### config.mk
export PLATFORM = sky130hd
export DESIGN_NAME = cv_controller_top
export DESIGN_NICKNAME = d
export VERILOG_FILES = /design/src/cv_input_pkg.sv /design/src/cv_ctrl_pkg.sv /design/src/ps2_keypad_emu.sv /design/src/keypad_encoder.sv /design/src/ctrl_player.sv /design/src/cv_controller_top.sv
export SDC_FILE = /design/constraint.sdc
export NUM_CORES = 1
export LEC_CHECK = 0
export BUFFER_PORTS_ARGS = -buffer_cell sky130_fd_sc_hd__buf_4
export CAP_MARGIN = 20
export CORE_MARGIN = 3
export CORE_UTILIZATION = 48
export DETAILED_ROUTE_END_ITERATION = 7
export GPL_TIMING_DRIVEN = 0
export PLACE_DENSITY = 0.82
export SLEW_MARGIN = 20
export SYNTH_ARGS = -nofsm -noshare
export SYNTH_HDL_FRONTEND = slang
export SYNTH_HIERARCHICAL = 1
export SYNTH_SLANG_ARGS = --single-unit
export TNS_END_PERCENT = 50
### constraint.sdc
create_clock -name clk_sys -period 4.7 [get_ports clk_sys]
set_input_delay 1.41 -clock clk_sys [delete_from_list [all_inputs] [get_ports clk_sys]]
set_output_delay 1.41 -clock clk_sys [all_outputs]
set_load 0.005 [all_outputs]
### src/cv_input_pkg.sv
// Host-side input encodings: joystick word layout, keypad vector and PS/2 scan codes
package cv_input_pkg;

        // ====================================================================
        // Widths
        // ====================================================================
        localparam int JOY_W        = 32;
        localparam int PS2_KEY_W    = 11;
        localparam int KEYPAD_W     = 20;
        localparam int KBD_W        = 12;
        // Buttons that take part in the key-code priority
        localparam int KEYPAD_ENC_W = 14;

        // PS/2 event word fields
        localparam int PS2_TOGGLE_BIT  = 10;
        localparam int PS2_PRESSED_BIT = 9;
        localparam int SC_W            = 8;

        // ====================================================================
        // Button vector indices
        // ====================================================================
        localparam int KP_DIGIT0 = 0;
        localparam int KP_DIGIT3 = 3;
        localparam int KP_DIGIT8 = 8;
        localparam int KP_STAR   = 10;
        localparam int KP_NUMBER = 11;
        localparam int KP_PURPLE = 12;
        localparam int KP_BLUE   = 13;
        localparam int KP_UP     = 14;
        localparam int KP_DOWN   = 15;
        localparam int KP_LEFT   = 16;
        localparam int KP_RIGHT  = 17;
        localparam int KP_FIRE1  = 18;
        localparam int KP_FIRE2  = 19;

        // Host joystick bit positions, digits 0 to 9 are contiguous
        localparam int JOY_RIGHT  = 0;
        localparam int JOY_LEFT   = 1;
        localparam int JOY_DOWN   = 2;
        localparam int JOY_UP     = 3;
        localparam int JOY_FIRE1  = 4;
        localparam int JOY_FIRE2  = 5;
        localparam int JOY_STAR   = 6;
        localparam int JOY_NUMBER = 7;
        localparam int JOY_DIGIT0 = 8;
        localparam int JOY_PURPLE = 18;
        localparam int JOY_BLUE   = 19;

        // ====================================================================
        // PS/2 scan codes, low byte of the code field
        // ====================================================================
        // Indexed by digit value
        localparam logic [SC_W-1:0] SC_MAIN_DIGIT [10] = '{
                8'h45, 8'h16, 8'h1E, 8'h26, 8'h25, 8'h2E, 8'h36, 8'h3D, 8'h3E, 8'h46};
        localparam logic [SC_W-1:0] SC_PAD_DIGIT [10] = '{
                8'h70, 8'h69, 8'h72, 8'h7A, 8'h6B, 8'h73, 8'h74, 8'h6C, 8'h75, 8'h7D};

        localparam logic [SC_W-1:0] SC_STAR   = 8'h7C;
        localparam logic [SC_W-1:0] SC_MINUS  = 8'h7B;
        localparam logic [SC_W-1:0] SC_LSHIFT = 8'h12;
        localparam logic [SC_W-1:0] SC_RSHIFT = 8'h59;

endpackage

### src/cv_ctrl_pkg.sv
// Console controller port encodings: keypad codes, direction lines and the port nibble
package cv_ctrl_pkg;

        localparam int PORT_W = 4;

        // ====================================================================
        // Keypad codes as seen on the port lines
        // ====================================================================
        localparam logic [PORT_W-1:0] KEY_0      = 4'b0011;
        localparam logic [PORT_W-1:0] KEY_1      = 4'b1110;
        localparam logic [PORT_W-1:0] KEY_2      = 4'b1101;
        localparam logic [PORT_W-1:0] KEY_3      = 4'b0110;
        localparam logic [PORT_W-1:0] KEY_4      = 4'b0001;
        localparam logic [PORT_W-1:0] KEY_5      = 4'b1001;
        localparam logic [PORT_W-1:0] KEY_6      = 4'b0111;
        localparam logic [PORT_W-1:0] KEY_7      = 4'b1100;
        localparam logic [PORT_W-1:0] KEY_8      = 4'b1000;
        localparam logic [PORT_W-1:0] KEY_9      = 4'b1011;
        localparam logic [PORT_W-1:0] KEY_STAR   = 4'b1010;
        localparam logic [PORT_W-1:0] KEY_NUMBER = 4'b0101;
        localparam logic [PORT_W-1:0] KEY_PURPLE = 4'b0100;
        localparam logic [PORT_W-1:0] KEY_BLUE   = 4'b0010;
        localparam logic [PORT_W-1:0] KEY_NONE   = 4'b1111;

        // Lines pulled high, nothing driven
        localparam logic [PORT_W-1:0] PORT_IDLE  = 4'b1111;

        // ====================================================================
        // Direction view, active-low line positions in the nibble
        // ====================================================================
        localparam int DIR_UP    = 3;
        localparam int DIR_DOWN  = 2;
        localparam int DIR_LEFT  = 1;
        localparam int DIR_RIGHT = 0;

        // Same four port lines, read either as a key code or as directions
        typedef union packed {
                logic [PORT_W-1:0] key;
                logic [PORT_W-1:0] dir_n;
        } port_nibble_t;

endpackage

### src/ps2_keypad_emu.sv
// Keyboard keypad emulation, tracks digit, star, minus and shift keys from PS/2 events
`timescale 1ns/1ps

module ps2_keypad_emu (
        input  logic                               clk_sys,
        input  logic                               rst_n_i,
        input  logic [cv_input_pkg::PS2_KEY_W-1:0] ps2_key_i,
        output logic [cv_input_pkg::KBD_W-1:0]     kbd_btn_o
);

        logic                            toggle_q;
        logic [9:0]                      digit_q;
        logic                            star_q;
        logic                            minus_q;
        logic                            shift_q;

        logic                            new_event;
        logic                            pressed;
        logic [cv_input_pkg::SC_W-1:0]   scan;

        assign new_event = toggle_q != ps2_key_i[cv_input_pkg::PS2_TOGGLE_BIT];
        assign pressed   = ps2_key_i[cv_input_pkg::PS2_PRESSED_BIT];
        // Extended prefix bit is ignored
        assign scan      = ps2_key_i[cv_input_pkg::SC_W-1:0];

        // ====================================================================
        // Event decode
        // ====================================================================
        always_ff @(posedge clk_sys or negedge rst_n_i) begin
                if (!rst_n_i) begin
                        toggle_q <= 1'b0;
                        digit_q  <= '0;
                        star_q   <= 1'b0;
                        minus_q  <= 1'b0;
                        shift_q  <= 1'b0;
                end else begin
                        toggle_q <= ps2_key_i[cv_input_pkg::PS2_TOGGLE_BIT];

                        if (new_event) begin
                                // Main row and numeric pad both map to the digit
                                for (int i = 0; i < 10; i++) begin
                                        if (scan == cv_input_pkg::SC_MAIN_DIGIT[i] ||
                                            scan == cv_input_pkg::SC_PAD_DIGIT[i]) begin
                                                digit_q[i] <= pressed;
                                        end
                                end

                                if (scan == cv_input_pkg::SC_STAR) begin
                                        star_q <= pressed;
                                end

                                if (scan == cv_input_pkg::SC_MINUS) begin
                                        minus_q <= pressed;
                                end

                                // Either shift key
                                if (scan == cv_input_pkg::SC_LSHIFT ||
                                    scan == cv_input_pkg::SC_RSHIFT) begin
                                        shift_q <= pressed;
                                end
                        end
                end
        end

        // ====================================================================
        // Keyboard part of the button vector
        // ====================================================================
        always_comb begin
                kbd_btn_o = '0;

                for (int i = 0; i < 10; i++) begin
                        kbd_btn_o[cv_input_pkg::KP_DIGIT0 + i] = digit_q[i];
                end

                // Shift-8 gives star, shift-3 gives number
                kbd_btn_o[cv_input_pkg::KP_STAR] =
                        star_q | (shift_q & digit_q[cv_input_pkg::KP_DIGIT8]);

                // Keypad minus also stands for number
                kbd_btn_o[cv_input_pkg::KP_NUMBER] =
                        minus_q | (shift_q & digit_q[cv_input_pkg::KP_DIGIT3]);
        end

endmodule

### src/keypad_encoder.sv
// Priority encoder from keypad buttons to the console's 4-bit key code
`timescale 1ns/1ps

module keypad_encoder (
        input  logic [cv_input_pkg::KEYPAD_ENC_W-1:0] keypad_i,
        output cv_ctrl_pkg::port_nibble_t             key_code_o
);

        logic [cv_ctrl_pkg::PORT_W-1:0] code;

        // ====================================================================
        // Lowest index wins
        // ====================================================================
        // Bit 0 is digit 0, bit 13 the blue trigger
        always_comb begin
                casez (keypad_i)
                        14'b?????????????1: code = cv_ctrl_pkg::KEY_0;
                        14'b????????????10: code = cv_ctrl_pkg::KEY_1;
                        14'b???????????100: code = cv_ctrl_pkg::KEY_2;
                        14'b??????????1000: code = cv_ctrl_pkg::KEY_3;
                        14'b?????????10000: code = cv_ctrl_pkg::KEY_4;
                        14'b????????100000: code = cv_ctrl_pkg::KEY_5;
                        14'b???????1000000: code = cv_ctrl_pkg::KEY_6;
                        14'b??????10000000: code = cv_ctrl_pkg::KEY_7;
                        14'b?????100000000: code = cv_ctrl_pkg::KEY_8;
                        14'b????1000000000: code = cv_ctrl_pkg::KEY_9;
                        // Star and number
                        14'b???10000000000: code = cv_ctrl_pkg::KEY_STAR;
                        14'b??100000000000: code = cv_ctrl_pkg::KEY_NUMBER;
                        // Side triggers
                        14'b?1000000000000: code = cv_ctrl_pkg::KEY_PURPLE;
                        14'b10000000000000: code = cv_ctrl_pkg::KEY_BLUE;
                        default:            code = cv_ctrl_pkg::KEY_NONE;
                endcase
        end

        // Console reads this nibble as a key code
        always_comb begin
                key_code_o     = '0;
                key_code_o.key = code;
        end

endmodule

### src/ctrl_player.sv
// One player's controller port, joystick mapping and keypad/joystick line multiplexing
`timescale 1ns/1ps

module ctrl_player #(
        parameter int PLAYER = 0
) (
        input  logic [cv_input_pkg::JOY_W-1:0]  joy0_i,
        input  logic [cv_input_pkg::JOY_W-1:0]  joy1_i,
        input  logic                            joy_swap_i,
        input  logic [cv_input_pkg::KBD_W-1:0]  kbd_btn_i,
        input  logic                            sel_keypad_n_i,
        input  logic                            sel_joy_n_i,
        output logic [cv_ctrl_pkg::PORT_W-1:0]  ctrl_lines_o,
        output logic                            ctrl_fire_o
);

        // Player 1 takes the second word unless swapped
        localparam bit TAKE_JOY1 = (PLAYER != 0);

        logic [cv_input_pkg::JOY_W-1:0]    joy_sel;
        logic [cv_input_pkg::KEYPAD_W-1:0] joy_btn;
        logic [cv_input_pkg::KEYPAD_W-1:0] btn;
        cv_ctrl_pkg::port_nibble_t         key_code;
        cv_ctrl_pkg::port_nibble_t         dir_view;
        logic [cv_ctrl_pkg::PORT_W-1:0]    key_lines;
        logic [cv_ctrl_pkg::PORT_W-1:0]    dir_lines;
        logic                              fire_kp_n;
        logic                              fire_joy_n;

        assign joy_sel = (joy_swap_i != TAKE_JOY1) ? joy1_i : joy0_i;

        // ====================================================================
        // Button vector
        // ====================================================================
        always_comb begin
                joy_btn = '0;

                for (int i = 0; i < 10; i++) begin
                        joy_btn[cv_input_pkg::KP_DIGIT0 + i] =
                                joy_sel[cv_input_pkg::JOY_DIGIT0 + i];
                end

                joy_btn[cv_input_pkg::KP_STAR]   = joy_sel[cv_input_pkg::JOY_STAR];
                joy_btn[cv_input_pkg::KP_NUMBER] = joy_sel[cv_input_pkg::JOY_NUMBER];
                joy_btn[cv_input_pkg::KP_PURPLE] = joy_sel[cv_input_pkg::JOY_PURPLE];
                joy_btn[cv_input_pkg::KP_BLUE]   = joy_sel[cv_input_pkg::JOY_BLUE];
                joy_btn[cv_input_pkg::KP_UP]     = joy_sel[cv_input_pkg::JOY_UP];
                joy_btn[cv_input_pkg::KP_DOWN]   = joy_sel[cv_input_pkg::JOY_DOWN];
                joy_btn[cv_input_pkg::KP_LEFT]   = joy_sel[cv_input_pkg::JOY_LEFT];
                joy_btn[cv_input_pkg::KP_RIGHT]  = joy_sel[cv_input_pkg::JOY_RIGHT];
                joy_btn[cv_input_pkg::KP_FIRE1]  = joy_sel[cv_input_pkg::JOY_FIRE1];
                joy_btn[cv_input_pkg::KP_FIRE2]  = joy_sel[cv_input_pkg::JOY_FIRE2];
        end

        // Keyboard covers the low indices only
        assign btn = joy_btn |
                     {{(cv_input_pkg::KEYPAD_W - cv_input_pkg::KBD_W){1'b0}}, kbd_btn_i};

        keypad_encoder u_keypad_encoder (
                .keypad_i   (btn[cv_input_pkg::KEYPAD_ENC_W-1:0]),
                .key_code_o (key_code)
        );

        // Direction view of the nibble, lines pulled low when pressed
        always_comb begin
                dir_view = '0;
                dir_view.dir_n[cv_ctrl_pkg::DIR_UP]    = ~btn[cv_input_pkg::KP_UP];
                dir_view.dir_n[cv_ctrl_pkg::DIR_DOWN]  = ~btn[cv_input_pkg::KP_DOWN];
                dir_view.dir_n[cv_ctrl_pkg::DIR_LEFT]  = ~btn[cv_input_pkg::KP_LEFT];
                dir_view.dir_n[cv_ctrl_pkg::DIR_RIGHT] = ~btn[cv_input_pkg::KP_RIGHT];
        end

        // ====================================================================
        // Port lines
        // ====================================================================
        // Both commons low gives a wired AND of the two views
        assign key_lines = sel_keypad_n_i ? cv_ctrl_pkg::PORT_IDLE : key_code.key;
        assign dir_lines = sel_joy_n_i ? cv_ctrl_pkg::PORT_IDLE : dir_view.dir_n;

        assign ctrl_lines_o = key_lines & dir_lines;

        // Fire 2 on the keypad common, fire 1 on the joystick common
        assign fire_kp_n  = sel_keypad_n_i | ~btn[cv_input_pkg::KP_FIRE2];
        assign fire_joy_n = sel_joy_n_i | ~btn[cv_input_pkg::KP_FIRE1];

        assign ctrl_fire_o = fire_kp_n & fire_joy_n;

endmodule

### src/cv_controller_top.sv
// Controller input path top, PS/2 keypad emulation feeding both console player ports
`timescale 1ns/1ps

module cv_controller_top (
        input  logic                               clk_sys,
        input  logic                               rst_n_i,
        input  logic [cv_input_pkg::JOY_W-1:0]     joy0_i,
        input  logic [cv_input_pkg::JOY_W-1:0]     joy1_i,
        input  logic                               joy_swap_i,
        input  logic [cv_input_pkg::PS2_KEY_W-1:0] ps2_key_i,
        input  logic [1:0]                         sel_keypad_n_i,
        input  logic [1:0]                         sel_joy_n_i,
        output logic [cv_ctrl_pkg::PORT_W-1:0]     ctrl_lines0_o,
        output logic                               ctrl_fire0_o,
        output logic [cv_ctrl_pkg::PORT_W-1:0]     ctrl_lines1_o,
        output logic                               ctrl_fire1_o
);

        // Shared by both players
        logic [cv_input_pkg::KBD_W-1:0] kbd_btn;

        ps2_keypad_emu u_ps2_keypad_emu (
                .clk_sys   (clk_sys),
                .rst_n_i   (rst_n_i),
                .ps2_key_i (ps2_key_i),
                .kbd_btn_o (kbd_btn)
        );

        // ====================================================================
        // Player ports
        // ====================================================================
        ctrl_player #(
                .PLAYER (0)
        ) u_player0 (
                .joy0_i         (joy0_i),
                .joy1_i         (joy1_i),
                .joy_swap_i     (joy_swap_i),
                .kbd_btn_i      (kbd_btn),
                .sel_keypad_n_i (sel_keypad_n_i[0]),
                .sel_joy_n_i    (sel_joy_n_i[0]),
                .ctrl_lines_o   (ctrl_lines0_o),
                .ctrl_fire_o    (ctrl_fire0_o)
        );

        ctrl_player #(
                .PLAYER (1)
        ) u_player1 (
                .joy0_i         (joy0_i),
                .joy1_i         (joy1_i),
                .joy_swap_i     (joy_swap_i),
                .kbd_btn_i      (kbd_btn),
                .sel_keypad_n_i (sel_keypad_n_i[1]),
                .sel_joy_n_i    (sel_joy_n_i[1]),
                .ctrl_lines_o   (ctrl_lines1_o),
                .ctrl_fire_o    (ctrl_fire1_o)
        );

endmodule

==> metrics.yaml, run 1 <==
status: "finished clean"
cp_slowest_cell: "a211o_1"
crit_fanout: 10
ant_nets: 0
dr.pass1.iters: 5
track_usage_pct: 22.57
postSynthCellCount: 237
clockBufferDepth: 2
cellPowerDensity_nw_per_um2: 184.5
rsz0062_at_grt: "yes"
synth_top_cell_area_share_pct: 17.39
crit_type: "in -> out"
clk_latency_ns: 0.25
wl_um: 6059
dpl-instance-area_um2: 2555
holdWs_ns: 0.4985
area_growth_syn_to_layout_pct: 36.71
gr-total-overflow: 0
vdd_drop_max_v: 0.0001173
gp_congestion: 0.9723
layout.nets: 392
antenna_found_initial: 0
p_leak_uw: 0.001290
drt_iter0_markers: 250
postCtsHoldBufs: 0
dieArea_um2: 5010
min_period_ns: 4.646
synth_area_um2: 2014
slew_headroom_pct: 70.64
vias: 2232
cts_tree: "done"
hold_end: "u_ps2_keypad_emu/star_q"
core_um2: 3854
whs_path_depth: 1
slew_viol_final: 0
r2r_cells: 4
grt_pass1_vias: 2051
fin_skew_ns: 0.005062
rrSetupSlack_ns: 2.75
portBuffers: 64
die_w_um: 70.78
cpPeakStageDelay_ns: 0.33
crit_chain: "buf_6 > buf_8 > buf_8 > a211o_1 > nor4_4 > nand3_1 > o41ai_2 > or2_1 > o22a_1 > buf_4"
final_cells: 357
h-tree-depth: 1
wl_per_cell_um: 16.97
cp-end-kind: "output port"
die_y_um: 70.78
crit_top_cell: "buf_8"
hold_class: "reg -> reg"
worst_pin_slew_ns: 0.4404
hold_viol: 0
n_antenna_cell: 0
vias_per_cell: 6.252
cts_buffers: 3
drc: 0
ys_warn_count: 6
synth_cell_types: 51
period_share_pct: 98.85
grt_max_degree: 15
final.setup.tns_ns: 0
design_area_um2: 2754
grt_pass1_wl_um: 9480
synth-edff-count: 0
crit_buf_inv: 4
syn_avg_cell_area_um2: 8.500
async_flop_share_pct: 100.0
yosys-top-cells-area: "dfrtp_1, a211o_1, mux2_2, mux2i_1, nor2b_1"
n_fill_cell: 306
io_pins: 92
clk_pin_slew_ns: 0.06
setup_viol: 0
dp_cells: 349
drive_above_1_share_pct: 37.86
ys_seq_area_share_pct: 17.39
ys.flop_type: "dfrtp_1"
timing.max_cap.violations: 0
startpoint_type: "input port"
start_util_pct: 52.27
reg2reg_to: "u_ps2_keypad_emu/minus_q"
fmax_ghz: 0.2152
row_count: 22
ys_ff_latch: 14
cts_root_buf: "clkbuf_8"
crit_family: "compound AO/OA/AOI/OAI gates"
hold_start: "u_ps2_keypad_emu/star_q"
synth.largest_area_cell: "dfrtp_1"
cts.sinks: 14
dp_hpwl_um: 4733
syn-num-nets: 319
r2r_start: "u_ps2_keypad_emu/toggle_q"
cp.arrival_ns: 3.24
required_ns: 3.29
## area by class of cell
class | instances | area [um2] | area share (%)
Multi-Input combinational cell | 204 | 1610 | 58.47
Timing Repair Buffer | 68 | 539.3 | 19.58
Sequential cell | 14 | 350.3 | 12.72
Buffer | 13 | 116.4 | 4.225
Tap cell | 48 | 60.06 | 2.181
Clock buffer | 4 | 55.05 | 1.999
Inverter | 6 | 22.52 | 0.8178
## sequential cells by signal, indices dropped and copies added (netlist names)
register	count
u_ps2_keypad_emu/toggle_q	1
u_ps2_keypad_emu/star_q	1
u_ps2_keypad_emu/shift_q	1
u_ps2_keypad_emu/minus_q	1
u_ps2_keypad_emu/digit_q	10
## worst max path at each step
stage                    start  slack (ns)          endpoint  cells past startpoint
floorplan           joy_swap_i        0.47  ctrl_lines0_o[1]                      8
CTS                 joy_swap_i        0.02  ctrl_lines1_o[0]                     10
global route        joy_swap_i      -0.001  ctrl_lines1_o[1]                     10
detailed placement  joy_swap_i       0.004  ctrl_lines1_o[1]                     10
finish              joy_swap_i        0.05  ctrl_lines0_o[1]                     10
global placement    joy_swap_i       0.004  ctrl_lines1_o[1]                     10
## routing by layer
metal | share of wire (%) | global-route usage (%) | up-vias
met2 | 46 | 35.43 | 111
met5 | 0 | 0 | -
met1 | 45 | 32.64 | 1049
met4 | 0.71 | 2.088 | 0
li1 | - | - | 1065
met3 | 8.9 | 5.398 | 7
## cells in the final DEF, fill, tap and decap left out, types with 7 or more instances in the layout
| cell | Yosys | final |
|---|---|---|
| mux2_2 | 15 | 15 |
| o22a_1 | 11 | 11 |
| buf_4 | 1 | 66 |
| dfrtp_1 | 14 | 14 |
| a21oi_1 | 9 | 9 |
| nand3_1 | 7 | 7 |
| a211o_1 | 26 | 23 |
| mux2i_1 | 13 | 13 |
| nor2_1 | 13 | 13 |
| nor2b_1 | 19 | 19 |
| nand2_1 | 9 | 9 |
## cells by family after synthesis
group,after synthesis,synth area share (%)
mux,29,15.40
flops,14,17.39
simple gates,99,30.62
buf+inv,19,6.149
xor+xnor,1,0.8077
compound gates,75,29.63
## stage by stage
stage / power (uW) / utilization [%] / setup slack [ns]
floorplan: 276.1 / - / 0.4732
global placement: 364.0 / 66.30 / 0.003837
detailed placement: 367.7 / 66.30 / 0.004208
CTS: 487.2 / 68.12 / 0.02377
global route: 537.8 / 71.46 / -0.001111
finish: 508.0 / 71.46 / 0.05385
## Yosys cell counts, types with 2 or more instances
library cell / count
o22ai_1: 7
o41ai_1: 2
dfrtp_1: 14
a21o_1: 2
a211o_1: 26
o32ai_1: 3
nand3_1: 7
o21bai_1: 4
or3_1: 5
o22a_1: 11
nor3_1: 6
mux2i_1: 13
nor2_1: 13
a21oi_1: 9
nand3b_1: 2
a41o_1: 2
or2_1: 2
clkbuf_1: 2
buf_2: 3
buf_6: 6
mux2_2: 15
nor2_2: 2
inv_1: 6
and2b_1: 6
nand4b_1: 3
nor4_1: 4
o21ai_0: 2
nand2_1: 9
nor3b_1: 2
nand2b_1: 6
nor4_2: 2
a221oi_2: 2
nor3_2: 2
nor2b_1: 19
o21ai_1: 2
## where the power goes
part	switching, uW	internal [uW]	total (uW)
clock	45.2	74.4	120
combinational	120	128	249
sequential	8.94	131	140
total	175	333	508
## what timing repair did
item	CTS	global route
setup buffers	0	4
setup endpoints to repair	2	8
resized for setup	2	13
pin swaps	0	5
Power figures use the tool's default switching activity.
==> run 2, diff against run 1 <==
CORE_UTILIZATION = 35   (was 48)
PLACE_DENSITY = unset   (was 0.82)
==> run 2 against run 1 <==
Against the previous run:
- the run now ends with negative setup slack left
- first-iteration DRC count shrank 45%
- sequential share of layout area shrank 0.17 points
- register-to-register slack gained 0.07 ns
- hold slack lost 0.0039 ns
- combinational power is essentially flat
- critical path depth is the same
- critical path type unchanged
- critical endpoint is now ctrl_lines1_o[1]
- largest power group unchanged
==> metrics.yaml, run 2 (synthesis gave the netlist of run 1 again) <==
holdWs_ns: 0.4946  # was 0.4985 ns
h-tree-depth: 1  # unchanged
crit_fanout: 5  # was 10
required_ns: 3.29  # about the same
status: "finished, violations left"  # was finished clean
startpoint_type: "input port"  # unchanged
vias_per_cell: 5.769  # was 6.252
ant_nets: 0  # unchanged
whs_path_depth: 1  # unchanged
design_area_um2: 2791  # was 2754 um2
track_usage_pct: 18.12  # was 22.57%
wl_per_cell_um: 16.72  # was 16.97 um
hold_end: "u_ps2_keypad_emu/star_q"  # unchanged
cp-end-kind: "output port"  # unchanged
final_core_util_pct: 52.32  # was 71.46%
worst_pin_slew_ns: 0.4748  # was 0.4404 ns
drive_above_1_share_pct: 37.62  # was 37.86%
hold_viol: 0  # unchanged
cp.arrival_ns: 3.34  # was 3.24 ns
io_pins: 92  # unchanged
clk_pin_slew_ns: 0.05  # was 0.06 ns
crit_buf_inv: 4  # unchanged
min_period_ns: 4.750  # was 4.646 ns
cts_buffers: 3  # unchanged
slew_headroom_pct: 68.34  # was 70.64%
place_worst_setup_slack_ns: -0.05771  # was 0.004208 ns
cts_root_buf: "clkbuf_8"  # unchanged
core_um2: 5335  # was 3854 um2
fin_skew_ns: 0.0006147  # was 0.005062 ns
dr.pass1.iters: 4  # was 5
r2r_start: "u_ps2_keypad_emu/toggle_q"  # unchanged
cts_tree: "done"  # unchanged
largest_register_ffs: 10  # unchanged
cpPeakStageDelay_ns: 0.36  # was 0.33 ns
grt_pass1_wl_um: 9563  # was 9480 um
portBuffers: 64  # unchanged
crit_family: "compound AO/OA/AOI/OAI gates"  # unchanged
hold_start: "u_ps2_keypad_emu/star_q"  # unchanged
multiInputGateArea_um2: 1605  # was 1610 um2
timing.max_cap.violations: 0  # unchanged
drt_iter0_markers: 138  # was 250
cp_slowest_cell: "a211o_4"  # was a211o_1
grt_pass1_vias: 1960  # was 2051
dp_hpwl_um: 5146  # was 4733 um
area_growth_syn_to_layout_pct: 38.57  # was 36.71%
grt_max_degree: 15  # unchanged
total_power_uw: 484.5  # was 508.0 uW
wl_um: 6370  # was 6059 um
crit_top_cell: "buf_8"  # unchanged
hold_class: "reg -> reg"  # unchanged
antenna_found_initial: 0  # unchanged
r2r_cells: 4  # unchanged
layout.nets: 395  # was 392
die_y_um: 81.87  # was 70.78 um
violations: "negative setup slack"
reg2reg_to: "u_ps2_keypad_emu/digit_q[2]"  # was u_ps2_keypad_emu/minus_q
p_leak_uw: 0.001295  # was 0.001290 uW
setup_viol: 4  # was 0
gr-total-overflow: 0  # unchanged
clockBufferDepth: 2  # unchanged
rsz0062_at_grt: "yes"  # unchanged
mostFrequentLayoutCells: "buf_4, a211o_1, nor2b_1"  # unchanged
dpl-instance-area_um2: 2582  # was 2555 um2
layout_commonest_cell: "buf_4"  # unchanged
postCtsHoldBufs: 0  # unchanged
die_w_um: 81.87  # was 70.78 um
cellPowerDensity_nw_per_um2: 173.6  # was 184.5 nW/um2
gp_congestion: 0.8558  # was 0.9723
clk_latency_ns: 0.24  # was 0.25 ns
row_count: 26  # was 22
dieArea_um2: 6702  # was 5010 um2
vdd_drop_max_v: 0.0001054  # was 0.0001173 V
slew_viol_final: 0  # unchanged
period_share_pct: 101.1  # was 98.85%
vias: 2198  # was 2232
n_antenna_cell: 0  # unchanged
n_fill_cell: 536  # was 306
register_area_um2: 350.3  # unchanged
cp.depth: 10  # unchanged
crit_chain: "buf_12 > buf_8 > buf_8 > a211o_4 > nor4_4 > nand3_2 > o41ai_2 > or2_1 > o22a_1 > buf_4"  # was buf_6 > buf_8 > buf_8 > a211o_1 > nor4_4 > nand3_1 > o41ai_2 > or2_1 > o22a_1 > buf_4
drc: 0  # unchanged
rrSetupSlack_ns: 2.82  # was 2.75 ns
largest_register: "u_ps2_keypad_emu/digit_q"  # unchanged
crit_type: "in -> out"  # unchanged
cts.sinks: 14  # unchanged
fin_ws_ns: -0.04963  # was 0.05385 ns
fmax_ghz: 0.2105  # was 0.2152 GHz
start_util_pct: 37.76  # was 52.27%
## run 2: cell types whose count changed in the layout (fill, tap and decap cells not counted), sizes merged
cell,before,now
buf,79,81
## run 2: stage by stage
step                TNS (ns)  cells
finish              -0.06575    381
global route         -0.3092    381
CTS                 -0.02639    374
detailed placement  -0.05771    371
global placement     -0.1246    371
floorplan                  0    237
## run 2: how the worst max path moves through the flow
stage                    start          endpoint  slack (ns)
finish              joy_swap_i  ctrl_lines1_o[1]       -0.05
global route        joy_swap_i  ctrl_lines1_o[1]       -0.11
CTS                 joy_swap_i  ctrl_lines1_o[1]       -0.01
detailed placement  joy_swap_i  ctrl_lines1_o[1]       -0.06
global placement    joy_swap_i  ctrl_lines1_o[1]        -0.1
floorplan           joy_swap_i  ctrl_lines0_o[1]        0.47
## run 2: repair_timing
item | 4_1_cts | 5_1_grt
setup endpoints to repair | 2 | 7
gates cloned | 0 | 1
gates resized for setup | 2 | 12
buffers inserted | 0 | 6
pin swaps | 0 | 6
## run 2: worst reg2reg max path: cells and delay by family (launching register included)
| kind | cells | cell delay [ns] |
|---|---|---|
| XOR/XNOR | 1 | 0.30 |
| flip-flops | 1 | 0.39 |
| multiplexers | 1 | 0.37 |
| AND/OR/NAND/NOR | 1 | 0.44 |
| AO/OA/AOI/OAI | 1 | 0.27 |
## run 2: area by class of cell
type	count	area share [%]
Inverter	6	0.8068
Sequential cell	14	12.55
Multi-Input combinational cell	204	57.51
Tap cell	70	3.138
Buffer	13	3.900
Timing Repair Buffer	71	20.62
Clock buffer	3	1.479
## run 2: report_power, final
| part | total, uW | internal, uW | switching (uW) |
|---|---|---|---|
| Combinational | 250 | 130 | 120 |
| Sequential | 140 | 131 | 9.68 |
| Clock | 94.0 | 56.5 | 37.5 |
## run 2: layer usage
layer | up-vias | GRT usage (%) | share of wire, %
li1 | 1078 | - | -
met1 | 1032 | 26.45 | 46
met2 | 84 | 27.87 | 46
met3 | 4 | 3.399 | 7.8
met4 | 0 | 2.990 | 0.38
met5 | - | 0 | 0
